$ cat src/tape_pkg.sv
package tape_pkg;

   typedef logic [31:0] word_t;         // bus and memory word
   typedef logic signed [15:0] sample_t;
   typedef logic [13:0] ptr_t;          // ring pointer in words
   typedef logic [10:0] rate_t;         // sample period minus one

   typedef struct packed {
      logic  playing;
      logic  stereo;
      logic  fmt_16bit;
      rate_t sample_rate;
   } tape_cfg_t;

   typedef struct packed {
      logic [7:0] data;
      logic       cs2;
      logic       cs1;
   } mag_entry_t;

   // register word offsets, addr[1:0]
   localparam logic [1:0] reg_ctrl = 2'd0;
   localparam logic [1:0] reg_ptrs = 2'd1;
   localparam logic [1:0] reg_size = 2'd2;
   localparam logic [1:0] reg_mag  = 2'd3;

   // tape pulse windows in ticks
   localparam int short_min = 2;
   localparam int long_min  = 6;
   localparam int long_max  = 12;

   localparam int sync_zeros = 32;      // leader zeros needed for sync

endpackage

$ cat src/tape_player.sv
`timescale 1ns/1ps

module tape_player (
   input  logic                 clk,
   input  logic                 reset,
   input  logic                 tick_en,
   input  logic                 cs1,
   input  tape_pkg::tape_cfg_t  cfg,
   input  tape_pkg::ptr_t       tail,
   input  logic                 head_load,
   input  tape_pkg::ptr_t       head_value,
   output tape_pkg::ptr_t       head,
   output logic                 rd_en,
   output tape_pkg::ptr_t       rd_addr,
   input  tape_pkg::word_t      rd_data,
   output tape_pkg::sample_t    audio
);

   typedef enum logic [1:0] {
      st_empty,
      st_fetch,
      st_full
   } buf_state_t;

   buf_state_t         state;
   tape_pkg::word_t    buffer;
   tape_pkg::rate_t    rate_cnt;
   logic [1:0]         left;         // samples left after the current one
   logic               advance;
   tape_pkg::sample_t  next_sample;

   assign rd_en   = cfg.playing && state == st_empty && head != tail;
   assign rd_addr = head;
   assign advance = cfg.playing & tick_en & cs1 & (rate_cnt == '0) & (state == st_full);

   always_comb begin
      if (cfg.stereo)
         next_sample = buffer[15:0] + buffer[31:16];   // wraps to 16 bits
      else if (cfg.fmt_16bit)
         next_sample = buffer[15:0];
      else
         next_sample = {~buffer[7], buffer[6:0], buffer[7:0]};
   end

   always_ff @(posedge clk) begin
      if (reset)
         head <= '0;
      else if (head_load)
         head <= head_value;
      else if (rd_en)
         head <= head + 1'b1;
   end

   always_ff @(posedge clk) begin
      if (reset) begin
         state    <= st_empty;
         rate_cnt <= '0;
         left     <= '0;
         audio    <= '0;
      end else if (!cfg.playing) begin
         state    <= st_empty;       // drop buffered word
         rate_cnt <= '0;
         audio    <= '0;
      end else begin
         if (rd_en)
            state <= st_fetch;
         if (state == st_fetch) begin
            state <= st_full;
            if (cfg.stereo)
               left <= 2'd0;
            else if (cfg.fmt_16bit)
               left <= 2'd1;
            else
               left <= 2'd3;
         end
         if (tick_en) begin
            if (!cs1)
               audio <= '0;          // motor off, position kept
            else if (rate_cnt != '0)
               rate_cnt <= rate_cnt - 1'b1;
            else
               rate_cnt <= cfg.sample_rate;
         end
         if (advance) begin
            audio <= next_sample;
            left  <= left - 1'b1;
            if (left == 2'd0)
               state <= st_empty;
         end
      end
   end

   always_ff @(posedge clk) begin
      if (state == st_fetch)
         buffer <= rd_data;
      else if (advance)
         buffer <= cfg.fmt_16bit ? buffer >> 16 : buffer >> 8;   // lowest sample first
   end

endmodule

$ cat config.mk
export PLATFORM = sky130hd
export DESIGN_NAME = tape_player
export DESIGN_NICKNAME = d
export VERILOG_FILES = /design/src/tape_pkg.sv /design/src/tape_player.sv
export SDC_FILE = /design/constraint.sdc
export NUM_CORES = 1
export LEC_CHECK = 0
export ABC_AREA = 1
export BUFFER_PORTS_ARGS = -buffer_cell sky130_fd_sc_hd__buf_2
export CAP_MARGIN = 30
export CORE_ASPECT_RATIO = 1.5
export CORE_MARGIN = 3
export CORE_UTILIZATION = 40
export DETAILED_ROUTE_END_ITERATION = 8
export GPL_TIMING_DRIVEN = 0
export PLACE_DENSITY = 0.67
export SETUP_SLACK_MARGIN = 0.4
export SKIP_CTS_REPAIR_TIMING = 1
export SLEW_MARGIN = 20
export SYNTH_ARGS = -nofsm -noshare
export SYNTH_HDL_FRONTEND = slang
export SYNTH_SLANG_ARGS = --single-unit
$ cat constraint.sdc
create_clock -name clk -period 6.6 [get_ports clk]
set_input_delay 1.32 -clock clk [delete_from_list [all_inputs] [get_ports clk]]
set_output_delay 1.32 -clock clk [all_outputs]
set_load 0.03 [all_outputs]
==> qor.yml, run 1 <==
outcome:
  status: "complete, no violations"
logic_synthesis:
  synth_cells: 753
  ys.warnings.count: 0
  netlist_area_um2: 5250
  netlist.area_leader.share_pct: 18.3
  synthFlopType: "dfxtp_1"
  synth_top_cells_by_area: "edfxtp_1, dfxtp_1, nand2_1"
  yosys.area.top_type: "edfxtp_1"
  ys_seq_elements: 77
  synth_cell_types: 43
  syn_area_per_cell_um2: 6.98
  syn-num-nets: 851
  synthArstFlopShare_pct: 0
  synth_edf_count: 32
  yosysMostFrequentCell: "nand2_1"
  ys_seq_area_share_pct: 35.4
  yosys-top-cells-count: "nand2_1, a21oi_1, inv_1"
critical_path:
  cp-end-kind: "output port"
  startpoint_type: "input pin"
  path_class: "in -> out"
  path_buf_inv: 5
  crit_family: "simple AND/OR/NAND/NOR gates"
  cpMostUsedCell: "nand2_1"
  worstPathCellList: "buf_2 -> inv_1 -> nand2_1 -> nand2_1 -> nor2_1 -> nand4_1 -> nor2_1 -> nand2_1 -> nand2_4 -> buf_6 -> inv_1 -> buf_2"
  crit_required_ns: 5.28
  worst_ep_arrival_time_ns: 2.52
  cp_max_fo: 10
  cp_slowest_stage_delay_ns: 0.17
  slowest_stage: "buf_2"
sta:
  slew_viol_final: 0
  hold_viol: 0
  setup_viol: 0
  rsz0062_at_grt: "false"
  tightestPinTransition_ns: 0.775
  max_slew_margin_pct: 48.1
  fmaxAchievable_ghz: 0.260
  finClkSkew_ns: 0.00613
  tns_ns: 0
  post-route-min-period_ns: 3.84
  fin_crit_sh_pct: 58.2
layout:
  num_antenna_cells: 0
  fillers: 1346
  seq_area_um2: 1860
  utilization_pct: 50.5
  nNetsFinal: 984
  drive_above_1_share_pct: 20.8
  multi_input_area_um2: 2850
  syn_to_final_growth_pct: 21.4
placement:
  dp_hpwl_um: 11300
  place_congestion: 0.923
  port-buffer-count: 122
floorplanning:
  rows: 50
  die-height_um: 146
  die_w_um: 99.6
  placeableCoreArea_um2: 12600
  ioPinCount: 124
  initial_core_util_pct: 41.6
  die-area_um2: 14600
clock_tree:
  root_buffer: "clkbuf_16"
  clk_pin_slew_worst_paths_ns: 0.06
  cts_tree: "built"
  clockBufferDepth: 2
  clk-insertion-delay-late_ns: 0.34
  numCtsBuffers: 9
  htree_levels: 3
  clock_sinks: 77
pwr:
  p_leak_nw: 2.94
  powerDensity_nw_per_um2: 208
  power.total_mw: 1.33
  vdd_ir_drop_max_mv: 0.123
routing:
  drt_iter0_drc: 218
  routedWlPerCell_um: 13.8
  num_vias: 5222
  ant_nets: 0
  dr.pass1.iters: 4
  viasPerCell: 4.99
  drc: 0
  drt_wl_total_um: 14400
global_routing:
  grt_pass1_wl_um: 23300
  antenna_found_initial: 0
  grt_max_degree: 34
  grt.overflow.total: 0
  track_usage_pct: 19.5
  grt_pass1_vias: 4840
hold_path:
  hp-class: "reg -> reg"
run:
  maxCapViolations: 0
cells in the final DEF (no fill, tap or decap), types with 2 or more instances in the layout:
cell type  count
clkinv_4       2
a21oi_1       99
o21ai_0       35
inv_1         73
nor2_1        66
nand3_2        2
nor3_1         7
buf_2        125
bufinv_16      2
buf_4         14
o211ai_1      11
nand2_1      196
xor2_1        11
or2_2          2
nor2_2         2
o31ai_1        2
o21bai_1       3
xnor2_1       13
clkbuf_1      24
nand2_2        6
inv_2          6
clkbuf_16      9
nand4_1        6
clkbuf_2       2
dfxtp_1       45
edfxtp_1      32
ha_1          18
buf_6          3
nand3_1       57
worst reg2reg max path: stages, from the launching register on:
cell and delay, ns:
dfxtp_1 0.31, inv_1 0.08, ha_1 0.23, nand3_2 0.13, inv_2 0.11, nand4_4 0.11, inv_2 0.11, nand2_2 0.11
nand2_2 0.60, nand2_1 0.14, nand2_1 0.12, a21oi_2 0.05
area by class of cell:
type	instances	area share [%]
clock inverters	5	1.33
plain buffers	44	3.86
flip-flops and latches	77	29.2
well taps	156	3.06
multi-input cells	552	44.6
inverters	80	4.71
clock buffers	11	3.65
repair buffers	122	9.57
cells by family after synthesis:
group / count (synthesis) / synth area share (%)
AO/OA/AOI/OAI: 156 / 16.1
XOR/XNOR: 24 / 4.00
adder cells (fa/ha/maj): 19 / 4.67
AND/OR/NAND/NOR: 353 / 29.4
buffers and inverters: 124 / 10.4
flip-flops: 77 / 35.4
worst paths after layout:
kind,from,endpoint,slack [ns],cells past startpoint
max,tail[11],rd_en,2.76,12
min,audio[1],audio[1],0.46,2
max reg2reg,rate_cnt[0],left[0],4.35,11
min reg2reg,audio[1],audio[1],0.46,2
metal layers:
layer | wire [um] | up-vias | global-route usage (%)
met5 | 0 | - | 0
met4 | 251 | 0 | 6.02
met3 | 545 | 18 | 3.20
met2 | 7260 | 98 | 33.7
met1 | 6390 | 2379 | 24.7
li1 | - | 2727 | -
metrics by stage:
step                      setup WS (ns)  area [um2]  std cells  hold slack (ns)
after floorplan                    3.13        5250        753            0.459
after global placement             2.77        6060       1031            0.446
after detailed placement           2.74        6060       1031            0.450
after CTS                          2.73        6380       1047            0.458
after global routing               2.61        6380       1047            0.478
final                              2.76        6380       1047            0.457
registers in the layout, summed over array words and instances (netlist names):
signal and cells:
rate_cnt 11, buffer 32, left 2, audio 16, head 14, state 2
report_power, final:
group,switching [mW],total (mW),leakage (nW),internal [mW]
clock network,0.208,0.541,0.150,0.333
registers,0.0188,0.533,0.660,0.514
logic,0.159,0.256,2.13,0.0965
(Power assumes the default switching activity.)
==> run 2, diff against run 1 <==
--- a/config.mk
+++ b/config.mk
@@ -5,7 +5,7 @@
 export SDC_FILE = /design/constraint.sdc
 export NUM_CORES = 1
 export LEC_CHECK = 0
-export ABC_AREA = 1
+export ABC_AREA = 0
 export BUFFER_PORTS_ARGS = -buffer_cell sky130_fd_sc_hd__buf_2
 export CAP_MARGIN = 30
 export CORE_ASPECT_RATIO = 1.5
@@ -13,7 +13,7 @@
 export CORE_UTILIZATION = 40
 export DETAILED_ROUTE_END_ITERATION = 8
 export GPL_TIMING_DRIVEN = 0
-export PLACE_DENSITY = 0.67
+export PLACE_DENSITY = 0.68
 export SETUP_SLACK_MARGIN = 0.4
 export SKIP_CTS_REPAIR_TIMING = 1
 export SLEW_MARGIN = 20
==> constraint.sdc (replaced) <==
create_clock -name clk -period 3.94 [get_ports clk]
set_input_delay 0.788 -clock clk [delete_from_list [all_inputs] [get_ports clk]]
set_output_delay 0.788 -clock clk [all_outputs]
set_load 0.03 [all_outputs]
==> qor.yml, run 2 <==
outcome:
  status: "complete, no violations"
critical_path:
  crit_family: "simple AND/OR/NAND/NOR gates"
  cp_max_fo: 4
  rrSetupSlack_ns: 1.40
  worstPathCellList: "buf_2 -> xor2_1 -> nor4_1 -> nand4_1 -> nand3_1 -> inv_1 -> buf_2"
  reg2reg_depth: 7
  worst_ep_arrival_time_ns: 2.15
  cpMostUsedCell: "buf_2"
  reg2reg_from: "buffer[20]"
  cp-end-kind: "output port"
  crit_required_ns: 3.15
  slowest_stage: "nor4_1"
  path_class: "in -> out"
  path_buf_inv: 3
  startpoint_type: "input pin"
  r2r-end: "audio[15]"
  worst-path-stages: 7
  cp_slowest_stage_delay_ns: 0.32
logic_synthesis:
  synth_compound_area_share_pct: 18.0
  synthFlopType: "dfxtp_1"
  netlist_area_um2: 4900
  netlist.area_leader.share_pct: 19.6
  yosys.area.top_type: "edfxtp_1"
  ys.warnings.count: 0
  synth_top_cells_by_area: "edfxtp_1, dfxtp_1, mux2i_1"
  syn-num-nets: 666
  synth_simple_gate_area_share_pct: 21.5
  synth_cell_types: 56
  ys_seq_area_share_pct: 38.0
  yosys-top-cells-count: "nand2_1, dfxtp_1, nor2_1"
  synth_top_family_by_area: "simple AND/OR/NAND/NOR gates"
  synth_edf_count: 32
  yosys-mux-area-fraction_pct: 5.77
  synth_fa_ha_area_share_pct: 5.00
  synth_cells: 568
  ys_seq_elements: 77
  synthArstFlopShare_pct: 0
  synthXorXnorAreaFrac_pct: 5.54
  syn_area_per_cell_um2: 8.64
  yosysMostFrequentCell: "nand2_1"
layout:
  final_common_cell: "buf_2"
  design_area_um2: 5980
  largest_register_ffs: 32
  fillers: 1169
  seq_area_um2: 1860
  num_antenna_cells: 0
  largestRegisters: "buffer (32), audio (16), head (14)"
  layout_common_cells: "buf_2, nand2_1, dfxtp_1, nor2_1, a21oi_1"
  drive_above_1_share_pct: 23.6
  multi_input_area_um2: 2740
  largest_register: "buffer"
  syn_to_final_growth_pct: 21.9
  nNetsFinal: 797
placement:
  place_ws_ns: 0.969
  place_congestion: 0.912
  dp_hpwl_um: 10800
  placed_area_um2: 5700
  port-buffer-count: 120
sta:
  tightestPinTransition_ns: 0.810
  setup_slack_ns: 1.00
  setup_viol: 0
  post-route-min-period_ns: 2.94
  hold_viol: 0
  finClkSkew_ns: 0.00720
  fin_crit_sh_pct: 74.5
  max_slew_margin_pct: 45.8
  whs_ns: 0.469
  rsz0062_at_grt: "false"
  fmaxAchievable_ghz: 0.340
  slew_viol_final: 0
  tns_ns: 0
routing:
  drc: 0
  ant_nets: 0
  drt_wl_total_um: 13800
  viasPerCell: 5.53
  drt_iter0_drc: 158
  routedWlPerCell_um: 16.1
  num_vias: 4719
  dr.pass1.iters: 5
hold_path:
  hold_start: "audio[1]"
  min_to: "audio[1]"
  hp-class: "reg -> reg"
  holdPathStages: 2
run:
  maxCapViolations: 0
floorplanning:
  die_w_um: 96.4
  placeableCoreArea_um2: 11800
  die-area_um2: 13700
  initial_core_util_pct: 41.7
  die-height_um: 142
  ioPinCount: 124
  rows: 48
pwr:
  p_seq_share_pct: 43.1
  powerDensity_nw_per_um2: 347
  p_int_mw: 1.48
  pwr-share-clk_pct: 38.3
  power.switching_mw: 0.597
  vdd_ir_drop_max_mv: 0.249
  switching_share_pct: 28.7
  combPwrFrac_pct: 18.6
  p_leak_nw: 2.49
clock_tree:
  clk_pin_slew_worst_paths_ns: 0.06
  cts_tree: "built"
  numCtsBuffers: 9
  htree_levels: 3
  root_buffer: "clkbuf_16"
  clk-insertion-delay-late_ns: 0.34
  clock_sinks: 77
  clockBufferDepth: 2
global_routing:
  grt_use_met1_pct: 23.4
  grt_max_degree: 34
  met2_usage_pct: 36.7
  antenna_found_initial: 0
  track_usage_pct: 20.5
  gr-max-usage-layer: "met2"
  grt_pass1_vias: 4576
  grt_util_met3_pct: 3.71
  grt_pass1_wl_um: 22100
  grt.overflow.total: 0
==> run 2: through the flow <==
stage | util, % | cells | total power, mW
after CTS | 50.8 | 854 | 2.09
after global routing | 50.8 | 854 | 2.17
after global placement | 48.4 | 838 | 1.29
after detailed placement | 48.4 | 838 | 1.30
after floorplan | - | 568 | 1.17
final | 50.8 | 854 | 2.08
==> run 2: area by class of cell <==
| type | instances | share of cell area, % |
|---|---|---|
| inverters | 19 | 1.19 |
| flip-flops and latches | 77 | 31.1 |
| multi-input cells | 427 | 45.8 |
| clock buffers | 11 | 4.23 |
| clock inverters | 5 | 0.544 |
| repair buffers | 120 | 10.0 |
| plain buffers | 45 | 3.91 |
| well taps | 150 | 3.14 |
==> run 2: per-layer routing <==
layer	vias to the layer above	part of all wire, %
met5	-	0
met4	0	3.1
met3	34	5.3
met2	175	52
met1	2197	40
li1	2313	-
==> run 2: power by group through the flow <==
| stage | clock network, mW | registers (mW) | logic (mW) |
|---|---|---|---|
| finish | 0.795 | 0.895 | 0.387 |
| global route | 0.849 | 0.899 | 0.427 |
| CTS | 0.811 | 0.895 | 0.388 |
| detailed placement | 0 | 0.912 | 0.386 |
| global placement | 0 | 0.911 | 0.378 |
| floorplan | 0 | 0.923 | 0.249 |
==> run 2: worst max-delay path by stage <==
| stage | start | to | slack (ns) |
|---|---|---|---|
| 3_5_place_dp | tail[4] | rd_en | 0.97 |
| 3_3_place_gp | tick_en | left[1] | 0.65 |
| 2_1_floorplan | tick_en | left[1] | 1.35 |
| 6_report | tail[4] | rd_en | 1.00 |
| 4_1_cts | tail[4] | rd_en | 0.96 |
| 5_1_grt | tail[4] | rd_en | 0.84 |
==> run 2: cells by family after synthesis <==
| family | count (synthesis) |
|---|---|
| flops | 77 |
| simple gates | 208 |
| xor+xnor | 31 |
| mux | 28 |
| buf+inv | 64 |
| compound gates | 141 |
| fa+ha+maj | 19 |
==> run 2: tightest hold or removal path, cell delays in order (launching register included) <==
cell	delay [ns]
dfxtp_1	0.31
nand3_1	0.06
a21oi_1	0.05
==> run 3, diff against run 2 <==
--- a/config.mk
+++ b/config.mk
@@ -5,7 +5,7 @@
 export SDC_FILE = /design/constraint.sdc
 export NUM_CORES = 1
 export LEC_CHECK = 0
-export ABC_AREA = 0
+export ABC_AREA = 1
 export BUFFER_PORTS_ARGS = -buffer_cell sky130_fd_sc_hd__buf_2
 export CAP_MARGIN = 30
 export CORE_ASPECT_RATIO = 1.5
@@ -13,7 +13,7 @@
 export CORE_UTILIZATION = 40
 export DETAILED_ROUTE_END_ITERATION = 8
 export GPL_TIMING_DRIVEN = 0
-export PLACE_DENSITY = 0.68
+export PLACE_DENSITY = 0.7
 export SETUP_SLACK_MARGIN = 0.4
 export SKIP_CTS_REPAIR_TIMING = 1
 export SLEW_MARGIN = 20
==> constraint.sdc (replaced) <==
create_clock -name clk -period 2.4 [get_ports clk]
set_input_delay 0.48 -clock clk [delete_from_list [all_inputs] [get_ports clk]]
set_output_delay 0.48 -clock clk [all_outputs]
set_load 0.03 [all_outputs]
==> qor.yml, run 3 (synthesis gave the netlist of run 1 again) <==
pwr:
  power.total_mw: 3.84
  p_leak_nw: 3.07
  vdd_ir_drop_max_mv: 0.361
  powerDensity_nw_per_um2: 567
critical_path:
  crit_required_ns: 1.92
  path_class: "reg -> out"
  cp_max_fo: 5
  slowest_stage: "dfxtp_4"
  startpoint_type: "flip-flop"
  cp-end-kind: "output port"
  worst_ep_arrival_time_ns: 1.67
  worstPathCellList: "inv_4 -> nand2_2 -> nand2_2 -> nor2_2 -> nand4_1 -> nor2_1 -> nand2_2 -> nand2_4 -> buf_8 -> inv_2 -> buf_6"
  cp_slowest_stage_delay_ns: 0.37
  cpMostUsedCell: "nand2_2"
sta:
  rsz0062_at_grt: "true"
  tightestPinTransition_ns: 0.564
  post-route-min-period_ns: 2.15
  fmaxAchievable_ghz: 0.466
  slew_viol_final: 0
  setup_viol: 0
  max_slew_margin_pct: 62.4
  finClkSkew_ns: 0.00887
  fin_crit_sh_pct: 89.4
  hold_viol: 0
floorplanning:
  placeableCoreArea_um2: 12600
  rows: 50
  initial_core_util_pct: 41.6
  die-area_um2: 14600
  die_w_um: 99.6
  die-height_um: 146
  ioPinCount: 124
clock_tree:
  clockBufferDepth: 2
  clk-insertion-delay-late_ns: 0.35
  clk_pin_slew_worst_paths_ns: 0.06
  clock_sinks: 77
  htree_levels: 3
  cts_tree: "built"
  numCtsBuffers: 9
  root_buffer: "clkbuf_16"
placement:
  port-buffer-count: 122
  place_congestion: 0.942
  placed_area_um2: 6060
  dp_hpwl_um: 11500
routing:
  dr.pass1.iters: 5
  drc: 0
  routedWlPerCell_um: 14.3
  viasPerCell: 5.04
  num_vias: 5370
  ant_nets: 0
  drt_wl_total_um: 15200
  drt_iter0_drc: 238
layout:
  design_area_um2: 6770
  layout_common_cells: "nand2_1, buf_2, a21oi_1, inv_1, nor2_1"
  syn_to_final_growth_pct: 28.8
  largest_register: "buffer"
  nNetsFinal: 1001
  final_common_cell: "nand2_1"
  largest_register_ffs: 32
  drive_above_1_share_pct: 26.8
  largestRegisters: "buffer (32), audio (16), head (14)"
global_routing:
  grt_pass1_wl_um: 23700
  grt_pass1_vias: 4866
  track_usage_pct: 20.2
  grt.overflow.total: 0
  antenna_found_initial: 1
  grt_max_degree: 34
outcome:
  status: "complete, no violations"
run:
  maxCapViolations: 0
hold_path:
  hp-class: "in -> reg"
-- run 3: cell count changes in the layout (fill, tap and decap cells not counted), moves of 14 or more --
cell,before,now
nand2_1,53,192
a21oi_1,34,95
inv_1,18,69
nand3_1,19,55
mux2i_1,26,0
nor2_1,42,63
a211oi_1,18,0
buf_4,14,28
nand2b_1,14,0
xor2_1,25,11
-- run 3: layout make-up --
type | count | area [um2]
Fill cell | 1303 | 5870
Multi-Input combinational cell | 553 | 3010
Sequential cell | 77 | 1880
Timing Repair Buffer | 138 | 762
Inverter | 80 | 303
Buffer | 44 | 269
Clock buffer | 9 | 225
Tap cell | 156 | 195
Clock inverter | 7 | 121
Antenna cell | 1 | 2.50
-- run 3: final timing paths --
kind / endpoint / startpoint / slack (ns) / depth (start not counted)
worst min register to register: audio[0] / audio[0] / 0.46 / 2
worst min-delay path: buffer[21] / rd_data[21] / 0.41 / 3
worst max register to register: audio[14] / buffer[16] / 0.49 / 13
worst max-delay path: rd_en / head[11] / 0.25 / 11
-- run 3: stage by stage --
stage / hold slack, ns / setup WS [ns] / cells / TNS, ns / util [%]
global route: 0.416 / 0.153 / 1065 / 0 / 53.5
CTS: 0.403 / -0.0818 / 1047 / -0.0956 / 50.7
finish: 0.406 / 0.254 / 1065 / 0 / 53.5
global placement: 0.445 / 0.0334 / 1031 / 0 / 48.0
floorplan: 0.459 / 0.441 / 753 / 0 / -
detailed placement: 0.453 / 0.00564 / 1031 / 0 / 48.0
-- run 3: critical path, delay by kind of cell, from the launching register on --
kind                   cells  cell delay (ns)
buffers and inverters      4             0.29
AND/OR/NAND/NOR            7             0.64
flip-flops                 1             0.37
-- run 3: report_power, final --
part	leakage, nW	internal, mW	switching (mW)
clock	0.167	1.02	0.580
sequential	0.664	1.41	0.0543
combinational	2.24	0.309	0.458
-- run 3: routing by layer --
layer	global-route usage (%)	share of wire [%]	up-vias
met5	0	0	-
met4	6.90	2.3	0
met3	3.97	4.7	24
met2	34.7	51	137
met1	25.0	42	2439
li1	-	-	2770
